File: src/common/fp_div16_pkg.sv
// ~~~~~~~~~~~~~~~~~~~~
// IEEE single-precision operands only
// denormals are read as zero, NaN output is the canonical quiet NaN
// ~~~~~~~~~~~~~~~~~~~~

package fp_div16_pkg;

  // operand fields
  localparam int mant_w = 24;
  localparam int exp_w = 8;
  localparam int exp_bias = 127;

  // recurrence sizing: 1 integer bit plus 7 hex digits
  localparam int rem_w = 28;
  localparam int n_steps = 8;
  localparam int quo_w = 29;

  localparam int tag_w = 8;

  localparam logic [31:0] qnan_bits = 32'h7fc0_0000;

  typedef enum logic [2:0] {
    rm_trunc = 3'd0,
    rm_round = 3'd1,
    rm_even  = 3'd2,
    rm_plus  = 3'd3,
    rm_minus = 3'd4
  } round_mode_e;

  typedef enum logic [1:0] {
    cls_zero   = 2'd0,
    cls_normal = 2'd1,
    cls_inf    = 2'd2,
    cls_nan    = 2'd3
  } fp_class_e;

  typedef enum logic [1:0] {
    st_idle    = 2'd0,
    st_iterate = 2'd1,
    st_done    = 2'd2
  } div_state_e;

  typedef struct packed {
    logic [31:0]      a;
    logic [31:0]      b;
    round_mode_e      rmode;
    logic [tag_w-1:0] tag;
  } div_req_t;

  typedef struct packed {
    logic [31:0]      result;
    logic [tag_w-1:0] tag;
  } div_rsp_t;

  // mant carries the hidden bit
  typedef struct packed {
    logic              sign;
    logic [exp_w-1:0]  exp;
    logic [mant_w-1:0] mant;
    fp_class_e         cls;
  } fp_operand_t;

endpackage

File: src/divider/digit_select.sv
// ~~~~~~~~~~~~~~~~~~~~
// combinational, assumes mult is strictly increasing
// rem must stay below 16 times the divisor
// ~~~~~~~~~~~~~~~~~~~~

`timescale 1ns/1ps

module digit_select (
  input  logic [fp_div16_pkg::rem_w-1:0]        rem,
  input  logic [15:1][fp_div16_pkg::rem_w-1:0] mult,
  output logic [3:0]                            digit,
  output logic [fp_div16_pkg::rem_w-1:0]        rem_next
);

  logic [15:1]                    ge;
  logic [15:1]                    sel;
  logic [fp_div16_pkg::rem_w-1:0] sub;

  // all comparisons in parallel, ge forms a thermometer code
  always_comb begin
    for (int k = 1; k <= 15; k++) begin
      ge[k] = rem >= mult[k];
    end
  end

  // one-hot edge of the thermometer
  always_comb begin
    for (int k = 1; k < 15; k++) begin
      sel[k] = ge[k] & ~ge[k+1];
    end
    sel[15] = ge[15];
  end

  // and-or mux over the one-hot select
  always_comb begin
    digit = 4'd0;
    sub = '0;
    for (int k = 1; k <= 15; k++) begin
      if (sel[k]) begin
        digit = digit | 4'(k);
        sub = sub | mult[k];
      end
    end
  end

  // digit 0 leaves sub at zero
  assign rem_next = rem - sub;

endmodule

File: src/divider/div_iterate.sv
// ~~~~~~~~~~~~~~~~~~~~
// one operation at a time, load only while idle
// quotient is floor(dividend * 2^28 / divisor)
// ~~~~~~~~~~~~~~~~~~~~

`timescale 1ns/1ps

module div_iterate (
  input  logic                             clk,
  input  logic                             rst_n,
  input  logic                             load,
  input  logic [fp_div16_pkg::mant_w-1:0]  dividend,
  input  logic [fp_div16_pkg::mant_w-1:0]  divisor,
  output logic [fp_div16_pkg::quo_w-1:0]   quo,
  output logic                             sticky,
  output logic                             q_valid
);

  fp_div16_pkg::div_state_e                state_q;
  logic [$clog2(fp_div16_pkg::n_steps)-1:0] step_cnt;
  logic [fp_div16_pkg::rem_w-1:0]          rem_q;
  logic [fp_div16_pkg::rem_w-1:0]          rem_next;
  logic [3:0]                              digit;
  logic [15:1][fp_div16_pkg::rem_w-1:0]    mult;
  logic                                    last_step;

  divisor_multiples i_mult (
    .clk     (clk),
    .load    (load),
    .divisor (divisor),
    .mult    (mult)
  );

  digit_select i_select (
    .rem      (rem_q),
    .mult     (mult),
    .digit    (digit),
    .rem_next (rem_next)
  );

  assign last_step = step_cnt == $bits(step_cnt)'(fp_div16_pkg::n_steps - 1);

  // control
  always_ff @(posedge clk) begin
    if (!rst_n) begin
      state_q <= fp_div16_pkg::st_idle;
      step_cnt <= '0;
    end else begin
      case (state_q)
        fp_div16_pkg::st_idle: begin
          if (load) begin
            state_q <= fp_div16_pkg::st_iterate;
            step_cnt <= '0;
          end
        end
        fp_div16_pkg::st_iterate: begin
          step_cnt <= step_cnt + 1'b1;
          if (last_step) begin
            state_q <= fp_div16_pkg::st_done;
          end
        end
        default: begin
          state_q <= fp_div16_pkg::st_idle;
        end
      endcase
    end
  end

  // datapath, first step sees the dividend unshifted
  always_ff @(posedge clk) begin
    if (state_q == fp_div16_pkg::st_idle && load) begin
      rem_q <= fp_div16_pkg::rem_w'(dividend);
      quo <= '0;
    end else if (state_q == fp_div16_pkg::st_iterate) begin
      // rem_next is below the divisor, so the top nibble is free
      rem_q <= {rem_next[fp_div16_pkg::rem_w-5:0], 4'h0};
      quo <= {quo[fp_div16_pkg::quo_w-5:0], digit};
    end
  end

  assign sticky = |rem_q;
  assign q_valid = state_q == fp_div16_pkg::st_done;

endmodule

File: src/divider/divisor_multiples.sv
// ~~~~~~~~~~~~~~~~~~~~
// table is held between loads, valid one cycle after load
// ~~~~~~~~~~~~~~~~~~~~

`timescale 1ns/1ps

module divisor_multiples (
  input  logic                                  clk,
  input  logic                                  load,
  input  logic [fp_div16_pkg::mant_w-1:0]       divisor,
  output logic [15:1][fp_div16_pkg::rem_w-1:0] mult
);

  logic [fp_div16_pkg::rem_w-1:0]        d1;
  logic [fp_div16_pkg::rem_w-1:0]        d2;
  logic [fp_div16_pkg::rem_w-1:0]        d4;
  logic [fp_div16_pkg::rem_w-1:0]        d8;
  logic [fp_div16_pkg::rem_w-1:0]        d16;
  logic [15:1][fp_div16_pkg::rem_w-1:0] mult_d;

  // shifted copies of the divisor
  assign d1 = fp_div16_pkg::rem_w'(divisor);
  assign d2 = d1 << 1;
  assign d4 = d1 << 2;
  assign d8 = d1 << 3;
  assign d16 = d1 << 4;

  always_comb begin
    // powers of two
    mult_d[1] = d1;
    mult_d[2] = d2;
    mult_d[4] = d4;
    mult_d[8] = d8;
    // odd multiples from adders
    mult_d[3] = d2 + d1;
    mult_d[5] = d4 + d1;
    mult_d[7] = d8 - d1;
    mult_d[9] = d8 + d1;
    mult_d[11] = d8 + d2 + d1;
    mult_d[13] = d8 + d4 + d1;
    mult_d[15] = d16 - d1;
    // remaining evens are shifted odds
    mult_d[6] = mult_d[3] << 1;
    mult_d[10] = mult_d[5] << 1;
    mult_d[12] = mult_d[3] << 2;
    mult_d[14] = mult_d[7] << 1;
  end

  always_ff @(posedge clk) begin
    if (load) begin
      mult <= mult_d;
    end
  end

endmodule

File: src/hw/fp_div16_top.sv
// ~~~~~~~~~~~~~~~~~~~~
// one request in flight, fixed 10 cycle latency to out_en
// start is ignored while rdy is low
// ~~~~~~~~~~~~~~~~~~~~

`timescale 1ns/1ps

module fp_div16_top (
  input  logic                       clk,
  input  logic                       rst_n,
  input  logic                       start,
  input  fp_div16_pkg::div_req_t     req,
  output logic                       rdy,
  output fp_div16_pkg::div_rsp_t     rsp,
  output logic                       out_en,
  input  logic                       out_can
);

  fp_div16_pkg::fp_operand_t      op_a_in;
  fp_div16_pkg::fp_operand_t      op_b_in;
  fp_div16_pkg::fp_operand_t      op_a_q;
  fp_div16_pkg::fp_operand_t      op_b_q;
  fp_div16_pkg::round_mode_e      rmode_q;
  logic [fp_div16_pkg::tag_w-1:0] tag_q;
  logic                           accept;
  logic [fp_div16_pkg::quo_w-1:0] quo;
  logic                           sticky;
  logic                           q_valid;
  logic                           res_valid;

  fp_unpack i_unpack_a (
    .bits (req.a),
    .op   (op_a_in)
  );

  fp_unpack i_unpack_b (
    .bits (req.b),
    .op   (op_b_in)
  );

  assign accept = start & rdy;

  // side info for the final stage
  always_ff @(posedge clk) begin
    if (accept) begin
      op_a_q <= op_a_in;
      op_b_q <= op_b_in;
      rmode_q <= req.rmode;
      tag_q <= req.tag;
    end
  end

  div_iterate i_iterate (
    .clk      (clk),
    .rst_n    (rst_n),
    .load     (accept),
    .dividend (op_a_in.mant),
    .divisor  (op_b_in.mant),
    .quo      (quo),
    .sticky   (sticky),
    .q_valid  (q_valid)
  );

  round_pack i_round (
    .clk       (clk),
    .rst_n     (rst_n),
    .q_valid   (q_valid),
    .quo       (quo),
    .sticky    (sticky),
    .op_a      (op_a_q),
    .op_b      (op_b_q),
    .rmode     (rmode_q),
    .tag       (tag_q),
    .res_valid (res_valid),
    .rsp       (rsp)
  );

  // handshake, rdy returns on the edge that takes the result
  always_ff @(posedge clk) begin
    if (!rst_n) begin
      rdy <= 1'b1;
      out_en <= 1'b0;
    end else begin
      if (accept) begin
        rdy <= 1'b0;
      end else if (out_en && out_can) begin
        rdy <= 1'b1;
      end
      if (res_valid) begin
        out_en <= 1'b1;
      end else if (out_can) begin
        out_en <= 1'b0;
      end
    end
  end

endmodule

File: src/hw/fp_unpack.sv
// ~~~~~~~~~~~~~~~~~~~~
// combinational, denormals classify as zero
// ~~~~~~~~~~~~~~~~~~~~

`timescale 1ns/1ps

module fp_unpack (
  input  logic [31:0]               bits,
  output fp_div16_pkg::fp_operand_t op
);

  logic [fp_div16_pkg::exp_w-1:0]  exp_f;
  logic [fp_div16_pkg::mant_w-2:0] frac_f;

  assign exp_f = bits[30:23];
  assign frac_f = bits[22:0];

  always_comb begin
    op.sign = bits[31];
    op.exp = exp_f;
    op.mant = {exp_f != '0, frac_f};
    if (exp_f == '0) begin
      op.cls = fp_div16_pkg::cls_zero;
    end else if (exp_f == '1) begin
      op.cls = (frac_f == '0) ? fp_div16_pkg::cls_inf : fp_div16_pkg::cls_nan;
    end else begin
      op.cls = fp_div16_pkg::cls_normal;
    end
  end

endmodule

File: src/hw/round_pack.sv
// ~~~~~~~~~~~~~~~~~~~~
// overflow gives infinity in every mode, underflow flushes to zero
// result held until the next q_valid
// ~~~~~~~~~~~~~~~~~~~~

`timescale 1ns/1ps

module round_pack (
  input  logic                              clk,
  input  logic                              rst_n,
  input  logic                              q_valid,
  input  logic [fp_div16_pkg::quo_w-1:0]    quo,
  input  logic                              sticky,
  input  fp_div16_pkg::fp_operand_t         op_a,
  input  fp_div16_pkg::fp_operand_t         op_b,
  input  fp_div16_pkg::round_mode_e         rmode,
  input  logic [fp_div16_pkg::tag_w-1:0]    tag,
  output logic                              res_valid,
  output fp_div16_pkg::div_rsp_t            rsp
);

  logic                             lead;
  logic [fp_div16_pkg::mant_w-2:0]  frac;
  logic                             rnd_bit;
  logic                             stk;
  logic                             sign;
  logic                             inc;
  logic [fp_div16_pkg::mant_w-1:0]  frac_rnd;
  logic [fp_div16_pkg::exp_w+1:0]   exp_calc;
  logic                             ovf;
  logic                             unf;
  logic                             a_nan, b_nan, a_inf, b_inf, a_zero, b_zero;
  logic                             spec_nan, spec_inf, spec_zero;
  logic [31:0]                      result;

  // normalize on the integer bit
  assign lead = quo[fp_div16_pkg::quo_w-1];
  assign frac = lead ? quo[27:5] : quo[26:4];
  assign rnd_bit = lead ? quo[4] : quo[3];
  assign stk = sticky | (lead ? |quo[3:0] : |quo[2:0]);
  assign sign = op_a.sign ^ op_b.sign;

  always_comb begin
    case (rmode)
      fp_div16_pkg::rm_round: inc = rnd_bit;
      fp_div16_pkg::rm_even:  inc = rnd_bit & (stk | frac[0]);
      fp_div16_pkg::rm_plus:  inc = ~sign & (rnd_bit | stk);
      fp_div16_pkg::rm_minus: inc = sign & (rnd_bit | stk);
      default:                inc = 1'b0;
    endcase
  end

  // carry out lands in the top bit, fraction field is then all zero
  assign frac_rnd = {1'b0, frac} + fp_div16_pkg::mant_w'(inc);

  // two's complement in exp_w+2 bits
  assign exp_calc = {2'b00, op_a.exp} - {2'b00, op_b.exp}
                  + (fp_div16_pkg::exp_w + 2)'(fp_div16_pkg::exp_bias)
                  - {{(fp_div16_pkg::exp_w + 1){1'b0}}, ~lead}
                  + {{(fp_div16_pkg::exp_w + 1){1'b0}}, frac_rnd[fp_div16_pkg::mant_w-1]};

  assign ovf = ~exp_calc[fp_div16_pkg::exp_w+1] && exp_calc[fp_div16_pkg::exp_w:0] >= 9'd255;
  assign unf = exp_calc[fp_div16_pkg::exp_w+1] || exp_calc == '0;

  // operand classes
  assign a_nan = op_a.cls == fp_div16_pkg::cls_nan;
  assign b_nan = op_b.cls == fp_div16_pkg::cls_nan;
  assign a_inf = op_a.cls == fp_div16_pkg::cls_inf;
  assign b_inf = op_b.cls == fp_div16_pkg::cls_inf;
  assign a_zero = op_a.cls == fp_div16_pkg::cls_zero;
  assign b_zero = op_b.cls == fp_div16_pkg::cls_zero;

  assign spec_nan = a_nan | b_nan | (a_zero & b_zero) | (a_inf & b_inf);
  assign spec_inf = a_inf | b_zero;
  assign spec_zero = a_zero | b_inf;

  always_comb begin
    if (spec_nan) begin
      result = fp_div16_pkg::qnan_bits;
    end else if (spec_inf || (!spec_zero && ovf)) begin
      result = {sign, {fp_div16_pkg::exp_w{1'b1}}, 23'd0};
    end else if (spec_zero || unf) begin
      result = {sign, 31'd0};
    end else begin
      result = {sign, exp_calc[fp_div16_pkg::exp_w-1:0], frac_rnd[fp_div16_pkg::mant_w-2:0]};
    end
  end

  always_ff @(posedge clk) begin
    if (!rst_n) begin
      res_valid <= 1'b0;
    end else begin
      res_valid <= q_valid;
    end
  end

  always_ff @(posedge clk) begin
    if (q_valid) begin
      rsp.result <= result;
      rsp.tag <= tag;
    end
  end

endmodule

File: config.mk
export PLATFORM = sky130hd
export DESIGN_NAME = fp_div16_top
export DESIGN_NICKNAME = d
export VERILOG_FILES = /design/src/common/fp_div16_pkg.sv /design/src/divider/digit_select.sv /design/src/divider/div_iterate.sv /design/src/divider/divisor_multiples.sv /design/src/hw/fp_div16_top.sv /design/src/hw/fp_unpack.sv /design/src/hw/round_pack.sv
export SDC_FILE = /design/constraint.sdc
export NUM_CORES = 1
export LEC_CHECK = 0
export ABC_AREA = 1
export ABC_CLOCK_PERIOD_IN_PS = 5740
export BUFFER_PORTS_ARGS = -buffer_cell sky130_fd_sc_hd__buf_2
export CORE_ASPECT_RATIO = 1.2
export CORE_MARGIN = 3
export CORE_UTILIZATION = 50
export DETAILED_ROUTE_END_ITERATION = 8
export PLACE_DENSITY = 0.69
export SLEW_MARGIN = 40
export SYNTH_ARGS = -nofsm -noshare
export SYNTH_HDL_FRONTEND = slang
export SYNTH_SLANG_ARGS = --single-unit
export TNS_END_PERCENT = 1
File: constraint.sdc
create_clock -name clk -period 5.74 [get_ports clk]
set_input_delay 0.574 -clock clk [delete_from_list [all_inputs] [get_ports clk]]
set_output_delay 0.574 -clock clk [all_outputs]
set_load 0.01 [all_outputs]
# Word level (Yosys, flattened, before mapping)
# Index checks and enable logic that the tools add are counted.
# classes
n_addsub,16
magnitude_cmp,16
n_eq_ne,15
muxes,51
bitwise,62
n_reduce_logical,31
# ops
cell,n
$mux 24,17
$or 24x24->24,14
$ge 28x28->1,8
$ge 28x27->1,3
$add 28x24->28,2
$ge 28x26->1,2
$logic_not 23->1,2
$mux 23,2
$mux 4,8
$mux 31,1
$add 27x24->28,1
$add 27x25->28,1
$add 27x26->28,1
$ge 28x24->1,1
$ge 28x25->1,1
$reduce_or 28->1,1
$sub 27x24->28,1
$sub 28x24->28,1
$add 26x24->27,1
$add 25x24->26,1
$add 23x1->24,1
$sub 24x24->24,1
$and 1x1->1,20
$not 1->1,19
33 further kinds,81
# totals
register_bits,461
out_inout_bits,42
elab_cells,225

# Logic depth before layout (Yosys ltp)
# Gate-level depths: netlist of run 1.
# depth
ltp_word,35
depth_mapped,35
depth_no_buf,35

# Hierarchy
# From an unflattened synthesis of run 1, not the netlist that was laid out.
# unflattened
hier_cells,6553
area_unflattened_um2,45167.1
# by_module_without_submodules
mod,n_inst,cells_each,area_each_um2,seq_area_each_um2
divisor_multiples,1,2828,20125.6,6005.8
digit_select,1,2682,15478.6,0.0
round_pack,1,487,3633.5,1221.2
div_iterate,1,311,2576.2,1481.4
fp_div16_top,1,95,2522.4,2472.4
fp_unpack,2,75,415.4,0.0

# Worst setup path after synthesis of run 1
# Ideal clock, no wire load.
# synth_timing
path_kind,input-to-reg
start,input port start
end,"register i_iterate.i_mult.mult[115] (netlist name), enable pin"
setup_ns,0.585
arrival_ns,5.156
t_required_ns,5.155
setup_slack_ns,-0.001
path_stages,2
n_path_buf,0
cell_sequence,nand2_1 > inv_1
# synth_via
elab_chain_cells,1
# synth_rtl
item,line_no,rtl
start: declaration,fp_div16_top.sv:11,"input logic start,"
$and 1x1->1,fp_div16_top.sv:41,assign accept = start & rdy;
net accept,fp_div16_top.sv:25,logic accept;
end signal: assignment,divisor_multiples.sv:51,mult <= mult_d;
end: declaration,divisor_multiples.sv:11,output logic [15:1][fp_div16_pkg::rem_w-1:0] mult
# The timed path passes the listed nets, and every way through them passes these cells.
# A chain may end at the register's enable or synchronous reset.

# Worst setup path in the final report of run 1
# layout_timing
start,register i_iterate.rem_q[11] (netlist name)
end,"register i_iterate.rem_q[23] (netlist name), data pin"
# layout_via
elab_chain_cells,35
word_cells_on_any_way,75
cone_classes,add/sub (1); order compare (15); mux (17); bitwise (42)
# layout_rtl
item,line_no,rtl
start: declaration,div_iterate.sv:21,logic [fp_div16_pkg::rem_w-1:0] rem_q;
start signal: assignment,div_iterate.sv:72,rem_q <= fp_div16_pkg::rem_w'(dividend);
start signal: assignment,div_iterate.sv:76,"rem_q <= {rem_next[fp_div16_pkg::rem_w-5:0], 4'h0};"
$ge 28x25->1,digit_select.sv:22,ge[k] = rem >= mult[k];
$not 1->1,digit_select.sv:29,sel[k] = ge[k] & ~ge[k+1];
$and 1x1->1,digit_select.sv:29,
$mux 24,digit_select.sv:39,if (sel[k]) begin
$or 24x24->24,digit_select.sv:41,sub = sub | mult[k];
$mux 24,digit_select.sv:39,
$or 24x24->24,digit_select.sv:41,
$mux 24,digit_select.sv:39,
[19 not listed],--,
$mux 24,digit_select.sv:39,
$or 24x24->24,digit_select.sv:41,
$mux 24,digit_select.sv:39,
$or 24x24->24,digit_select.sv:41,
$mux 24,digit_select.sv:39,
$sub 24x24->24 (*),digit_select.sv:47,assign rem_next = rem - sub;
$mux 24 (*),div_iterate.sv:74,end else if (state_q == fp_div16_pkg::st_iterate) begin
$mux 24 (*),div_iterate.sv:71,if (state_q == fp_div16_pkg::st_idle && load) begin
# Mark *: on every way between the ends. The rest lies on a longest branch, timed or not. The select of a mux whose other input is x is not followed.

==> results of run 1 <==
==> layer usage <==
metal | track usage (%) | share of wire (%) | vias up
met2 | 58.1 | 49 | 1276
met5 | 0 | 0 | -
met1 | 37.6 | 37 | 14900
met4 | 22.9 | 8.2 | 0
li1 | - | - | 15300
met3 | 3.15 | 5.8 | 383
==> registers in the layout (all words and copies together), names as in the netlist <==
register and count:
i_iterate.i_mult.mult 200, op_b_q 11, i_iterate.quo 29, i_iterate.rem_q 28, op_a_q 11, i_iterate.state_q 2, rdy 1, i_iterate.step_cnt 3
i_round.rsp 40, rmode_q 3, i_round.res_valid 1, out_en 1, tag_q 8
==> where the power goes <==
| group | total [mW] | switching [mW] | internal [mW] | leakage (nW) |
|---|---|---|---|---|
| Combinational | 12.3 | 7.78 | 4.57 | 15.0 |
| Clock | 2.54 | 1.14 | 1.39 | 0.618 |
| Sequential | 3.56 | 0.322 | 3.23 | 3.15 |
==> layout by cell type, fill, tap and decap left out, drive strengths merged, types with 4 or more instances in the layout <==
master and n:
a211oi 18, nand3 157, nand2 865, inv 673
xnor2 46, or2 16, clkinv 16, nand4 63
xor2 146, clkinvlp 4, nor4 30, nor2 343
o31ai 12, o21ai 189, ha 584, edfxtp 297
and2 6, nand3b 5, buf 274, fa 52
o22ai 70, o21a 18, o211ai 22, a221oi 34
o221ai 20, o21bai 23, a21boi 10, a31oi 20
a21oi 404, a21o 28, dfxtp 41, and3 5
o2111ai 6, clkbuf 49, nor3 42
==> final timing paths <==
kind                       startpoint                   to  slack (ns)  depth (start not counted)
hold / removal                 req[8]           rmode_q[0]        0.17                          1
setup reg to reg  i_iterate.rem_q[11]  i_iterate.rem_q[23]        0.32                         28
setup / recovery  i_iterate.rem_q[11]  i_iterate.rem_q[23]        0.32                         28
hold reg to reg              tag_q[2]       i_round.rsp[2]        0.42                          0
==> logic make-up after synthesis <==
family / Yosys count / synth area share, %
AOI/OAI and AO/OA: 881 / 15.5
xor gates and xnor gates: 192 / 4.87
adders and majority gates: 636 / 24.2
buffers and inverters: 734 / 8.33
DFF: 338 / 28.2
and+or+nand+nor: 1536 / 18.9
==> area by class of cell <==
type	count	area, um2
Sequential cell	338	9740
Inverter	670	2530
Clock buffer	49	1070
Clock inverter	24	199
Multi-Input combinational cell	3245	22000
Timing Repair Buffer	274	2010
Tap cell	901	1130
Fill cell	6374	29000
==> worst max-delay path, delay by kind of cell (launching register included) <==
family                     cells  cell delay [ns]
xor gates and xnor gates       1             0.17
buffers and inverters          6             0.81
and+or+nand+nor               10             1.55
AOI/OAI and AO/OA              9             1.46
DFF                            1             0.49
adders and majority gates      2             0.62
==> metrics by stage <==
step	utilization, %	TNS (ns)	setup WS, ns	hold WS (ns)
after global placement	55.0	-10.25	-0.400	0.401
after CTS	57.0	0	0.131	0.143
after floorplan	-	0	0.664	0.400
final	57.1	0	0.317	0.170
after detailed placement	55.1	-3.02	-0.160	0.405
after global routing	57.1	0	0.00435	0.154
==> what timing repair did <==
action                     in CTS  in global routing
setup endpoints to repair      30                 39
buffers inserted                0                  2
resized for setup               1                 16
hold buffers                    0                  0
==> summary.txt, run 1 <==
Run status
  – Outcome: finished clean

Yosys
  – Syn_area_per_cell: 7.99 um2
  – EDFF count, synth: 297
  – Area leader, netlist: edfxtp_1
  – Synth Warn #: 0
  – Post-Syn Instances: 4317
  – Register area share after synthesis: 28.2%
  – Synth top cells by count: nand2_1, inv_1, ha_1, a21oi_1, nor2_1
  – Syn Nets: 5032
  – Main synth FF type: edfxtp_1
  – Leading post-synthesis cells by cell area: edfxtp_1, ha_1, nand2_1, inv_1, a21oi_1
  – Synth Cell Area: 34500 um2
  – Most common cell in the netlist: nand2_1
  – Synthesis-stage register bit count: 338
  – Async SR Flop Fraction: 0%
  – Synth top area share: 25.9%
  – Synth unique cells: 72

Power
  – Worst vdd ir: 0.247 mV
  – Pwr dens: 477 nW/um2
  – Cell leakage power: 18.8 nW
  – Total power: 18.4 mW

Routing
  – Via Count: 31800
  – Routed Antenna Nets: 0
  – Via density: 5.78
  – DR pass1 iterations: 6
  – DRC viols: 0
  – Drt total wl: 121000 um
  – Number of DRC markers in iteration 0: 2527
  – DR WL/cell: 22.0 um

CTS
  – Skew-Pair Late Insertion Delay: 0.60 ns
  – Clock transition at path regs: 0.07 ns
  – Clock root buffer: clkbuf_16
  – TritonCTS clock tree: built
  – Clk sinks: 338
  – H-Tree Depth: 2
  – CTS buffer count: 40
  – Clk buf depth: 3

Place
  – HPWL Detailed: 97900 um
  – Port Buffers: 120
  – Placed Instance Area: 37300 um2
  – Placed insts: 5426
  – Gp weighted congestion: 1.03

STA
  – Final worst-path cycle share: 94.5%
  – Final setup vio count: 0
  – Clk_skew: 0.0294 ns
  – Fin. max-slew vios: 0
  – Fin crit period: 5.42 ns
  – RSZ-0062 raised after global routing: no
  – Final hold vios: 0
  – Fmax: 184 MHz
  – Worst-Margin Slew: 0.989 ns
  – Rel. slew slack: 34.1%

Setup path
  – Data arrival, critical path: 5.69 ns
  – Top fanout value on the critical path: 14
  – Slowest stage delay, CP: 0.52 ns
  – Crit Path Category: reg -> reg
  – Worst Setup Start Kind: flip-flop
  – Cell mode on critical path: nand2_1
  – WP data required: 6.01 ns
  – Crit path max-delay cell type: nor2_2
  – Critical path capture point type: flip-flop

Global routing
  – Total global-route track usage: 33.0%
  – Initial antenna violation count: 0
  – First-pass GRT wire length: 180000 um
  – Vias in the first global route: 31800
  – Gr ovfl total: 0
  – Largest net degree at the start of global routing: 130

Die
  – Ports: 121
  – Initial Util: 51.0%
  – Core Box Area: 67700 um2
  – Die height: 294 um
  – Die Width: 246 um
  – Site row count: 104
  – Die area: 72200 um2

Finish
  – Final Instance Area: 38600 um2
  – Final Non-Filler Cells: 5501
  – Layout cell share with drive strength beyond 1: 10.1%
  – Number of diodes: 0
  – Area Overhead vs Synth: 12.0%
  – Nets@finish: 5284

Run
  – Max Cap Violations: 0

Worst hold path
  – Hold Path Class: in -> reg
(Power assumes the default switching activity.)
==> inputs of run 2 (changes only) <==
--- a/config.mk
+++ b/config.mk
@@ -16,5 +16,6 @@
 export SLEW_MARGIN = 40
 export SYNTH_ARGS = -nofsm -noshare
 export SYNTH_HDL_FRONTEND = slang
+export SYNTH_HIERARCHICAL = 1
 export SYNTH_SLANG_ARGS = --single-unit
 export TNS_END_PERCENT = 1
==> run 2 against run 1 <==
Final area rose by 16%. Flip-flop and latch count did not move. Clock skew rose by 0.0024 ns. Critical endpoint is now i_iterate/rem_q[26]. Largest power group unchanged.
==> summary.txt, run 2 <==
Power
  – Worst vdd ir: 0.286 mV (+16%)
  – Pwr dens: 404 nW/um2 (-15%)
  – Total power: 18.0 mW (-2.3%)
  – Cell leakage power: 24.3 nW (+29%)

Routing
  – Number of DRC markers in iteration 0: 4032 (+60%)
  – Via Count: 40800 (+28%)
  – DRC viols: 0 (unchanged)
  – DR pass1 iterations: 6 (unchanged)
  – Via density: 5.47 (-5.4%)
  – Routed Antenna Nets: 0 (unchanged)
  – DR WL/cell: 20.6 um (-6.0%)
  – Drt total wl: 154000 um (+27%)

Finish
  – Nets@finish: 7046 (+33%)
  – Biggest regs: i_iterate/i_mult/mult (200), i_round/rsp (40), i_iterate/quo (29)
  – Area Overhead vs Synth: 3.66%
  – Layout cell share with drive strength beyond 1: 6.06% (-4.1 points)
  – Max reg flops: 200 (unchanged)
  – Commonest non-fill, non-tap cell in the layout: nand2_1
  – Most frequent cells in the layout: nand2_1, inv_1, ha_1
  – Final Util: 52.5% (-4.6 points)
  – Final Instance Area: 44600 um2 (+16%)
  – Biggest register: i_iterate/i_mult/mult

CTS
  – TritonCTS clock tree: built
  – Clk sinks: 338 (unchanged)
  – Clock transition at path regs: 0.06 ns (about the same)
  – Skew-Pair Late Insertion Delay: 0.62 ns (+0.02 ns)
  – H-Tree Depth: 2 (unchanged)
  – CTS buffer count: 44 (+10%)
  – Clock root buffer: clkbuf_16
  – Clk buf depth: 3 (unchanged)
  – Cts hold-fix bufs: 0 (unchanged)

Die
  – Ports: 121 (unchanged)
  – Die height: 327 um (+11%)
  – Site row count: 117 (+13%)
  – Initial Util: 50.6% (-0.36 points)
  – Core Box Area: 85100 um2 (+26%)
  – Die area: 89700 um2 (+24%)
  – Die Width: 274 um (+11%)

Global routing
  – M1 GR Usage: 39.9% (+2.3 points)
  – First-pass GRT wire length: 228000 um (+27%)
  – Global Route met2 Usage: 56.1% (-2.0 points)
  – Total global-route track usage: 33.6% (+0.65 points)
  – Met3 Use GR: 4.36% (+1.2 points)
  – Gr ovfl total: 0 (unchanged)
  – Largest net degree at the start of global routing: 83 (-36%)
  – GR peak layer: met2
  – Vias in the first global route: 38900 (+22%)
  – Initial antenna violation count: 4 (+4)

Run status
  – Outcome: finished clean

STA
  – Final setup vio count: 0 (unchanged)
  – Rel. slew slack: 41.3% (+7.3 points)
  – RSZ-0062 raised after global routing: no
  – Fmax: 183 MHz (-0.50%)
  – Setup TNS: 0 ns (unchanged)
  – Fin crit period: 5.45 ns (+0.0271 ns)
  – Worst-Margin Slew: 0.880 ns (-0.109 ns)
  – Clk_skew: 0.0318 ns (+0.00242 ns)
  – Final worst-path cycle share: 95.0% (+0.47 points)
  – Final hold vios: 0 (unchanged)
  – Fin. max-slew vios: 0 (unchanged)

Run
  – Max Cap Violations: 0 (unchanged)

Setup path
  – Crit Path Category: reg -> reg
  – Critical path startpoint: i_iterate/rem_q[19]
  – Critical path capture point type: flip-flop
  – WP data required: 6.27 ns (+0.26 ns)
  – Worst Setup Start Kind: flip-flop
  – Data arrival, critical path: 5.98 ns (+0.29 ns)
  – Top fanout value on the critical path: 13 (-1)
  – Reg2reg path depth: 25 (-11%)
  – Worst r2r src: i_iterate/rem_q[19]

Worst hold path
  – Hold Path Class: in -> reg
  – Min-Delay Path Depth: 1 (unchanged)
  – HP Start: req[42]

Yosys
  – Synth Warn #: 6 (+6)
  – Syn_area_per_cell: 6.76 um2 (-15%)
  – Synth Cell Area: 43100 um2 (+25%)
  – Post-Syn Instances: 6367 (+47%)

Place
  – Gp weighted congestion: 1.06 (+3.4%)
  – Placed Instance Area: 43200 um2 (+16%)
  – HPWL Detailed: 125000 um (+28%)
  – Port Buffers: 120 (unchanged)
[run 2: cell types whose count changed in the layout (fill, tap and decap cells not counted), sizes merged, moves of 30 or more]
cell    before   now
buf        274   205
xor2       146   106
ha         584   625
nor2       343   598
o21ai      189   135
nand2      865  1877
a21oi      404   344
nand3      157   274
o22ai       70   104
a221oi      34     0
nand4       63    93
inv        673  1257
[run 2: routing by layer]
layer | vias up | wire, um
met3 | 513 | 11700
met4 | 6 | 13100
met2 | 1755 | 70400
li1 | 19800 | -
met1 | 18700 | 58600
met5 | - | 51
[run 2: cell type report]
type                            instances  area, um2
Tap cell                             1130       1410
Multi-Input combinational cell       4447      26100
Clock buffer                           53       1140
Sequential cell                       338       9740
Antenna cell                            1       2.50
Fill cell                            8455      40400
Inverter                             1254       4710
Clock inverter                         28        216
Timing Repair Buffer                  205       1330
[run 2: metrics by stage]
step	setup WS [ns]	cells	hold WS, ns
final	0.290	7456	0.141
after global routing	0.00171	7455	0.127
after CTS	0.254	7451	0.107
after detailed placement	0.274	7370	0.412
after global placement	0.347	7367	0.404
after floorplan	0.204	6391	0.400
[run 2: where the power goes]
part,leakage [nW],internal [mW],switching (mW)
clock,0.658,1.46,1.23
combinational,20.5,3.96,7.58
sequential,3.16,3.23,0.568
[run 2: critical path, cell delays in order (launching register included)]
cell,delay (ns)
edfxtp_1,0.84
ha_1,0.38
a21o_1,0.19
a21oi_1,0.10
nand2_1,0.11
a21oi_1,0.34
nand2_1,0.24
nand3_1,0.15
buf_4,0.22
o22ai_1,0.10
nor3_1,0.23
nand3b_1,0.18
nor2_1,0.22
ha_1,0.31
a21oi_1,0.16
nand2_1,0.10
a21boi_1,0.26
inv_1,0.07
nand2_1,0.06
nand2_1,0.09
a21oi_1,0.27
o31ai_2,0.15
a21oi_1,0.19
xnor2_1,0.13
o21ai_0,0.10
a21oi_1,0.15
[run 2: timing repair]
| action | CTS | global route |
|---|---|---|
| resized for setup | 0 | 2 |
| hold endpoints to repair | 0 | 0 |
| setup buffers | 0 | 4 |
| setup endpoints to repair | 0 | 24 |
[run 2: path summary, 6_finish.rpt]
| kind | to | slack, ns |
|---|---|---|
| worst min register to register | i_round/rsp[4] | 0.42 |
| worst max-delay path | i_iterate/rem_q[26] | 0.29 |
| worst max register to register | i_iterate/rem_q[26] | 0.29 |
| worst min-delay path | op_b_q[34] | 0.14 |
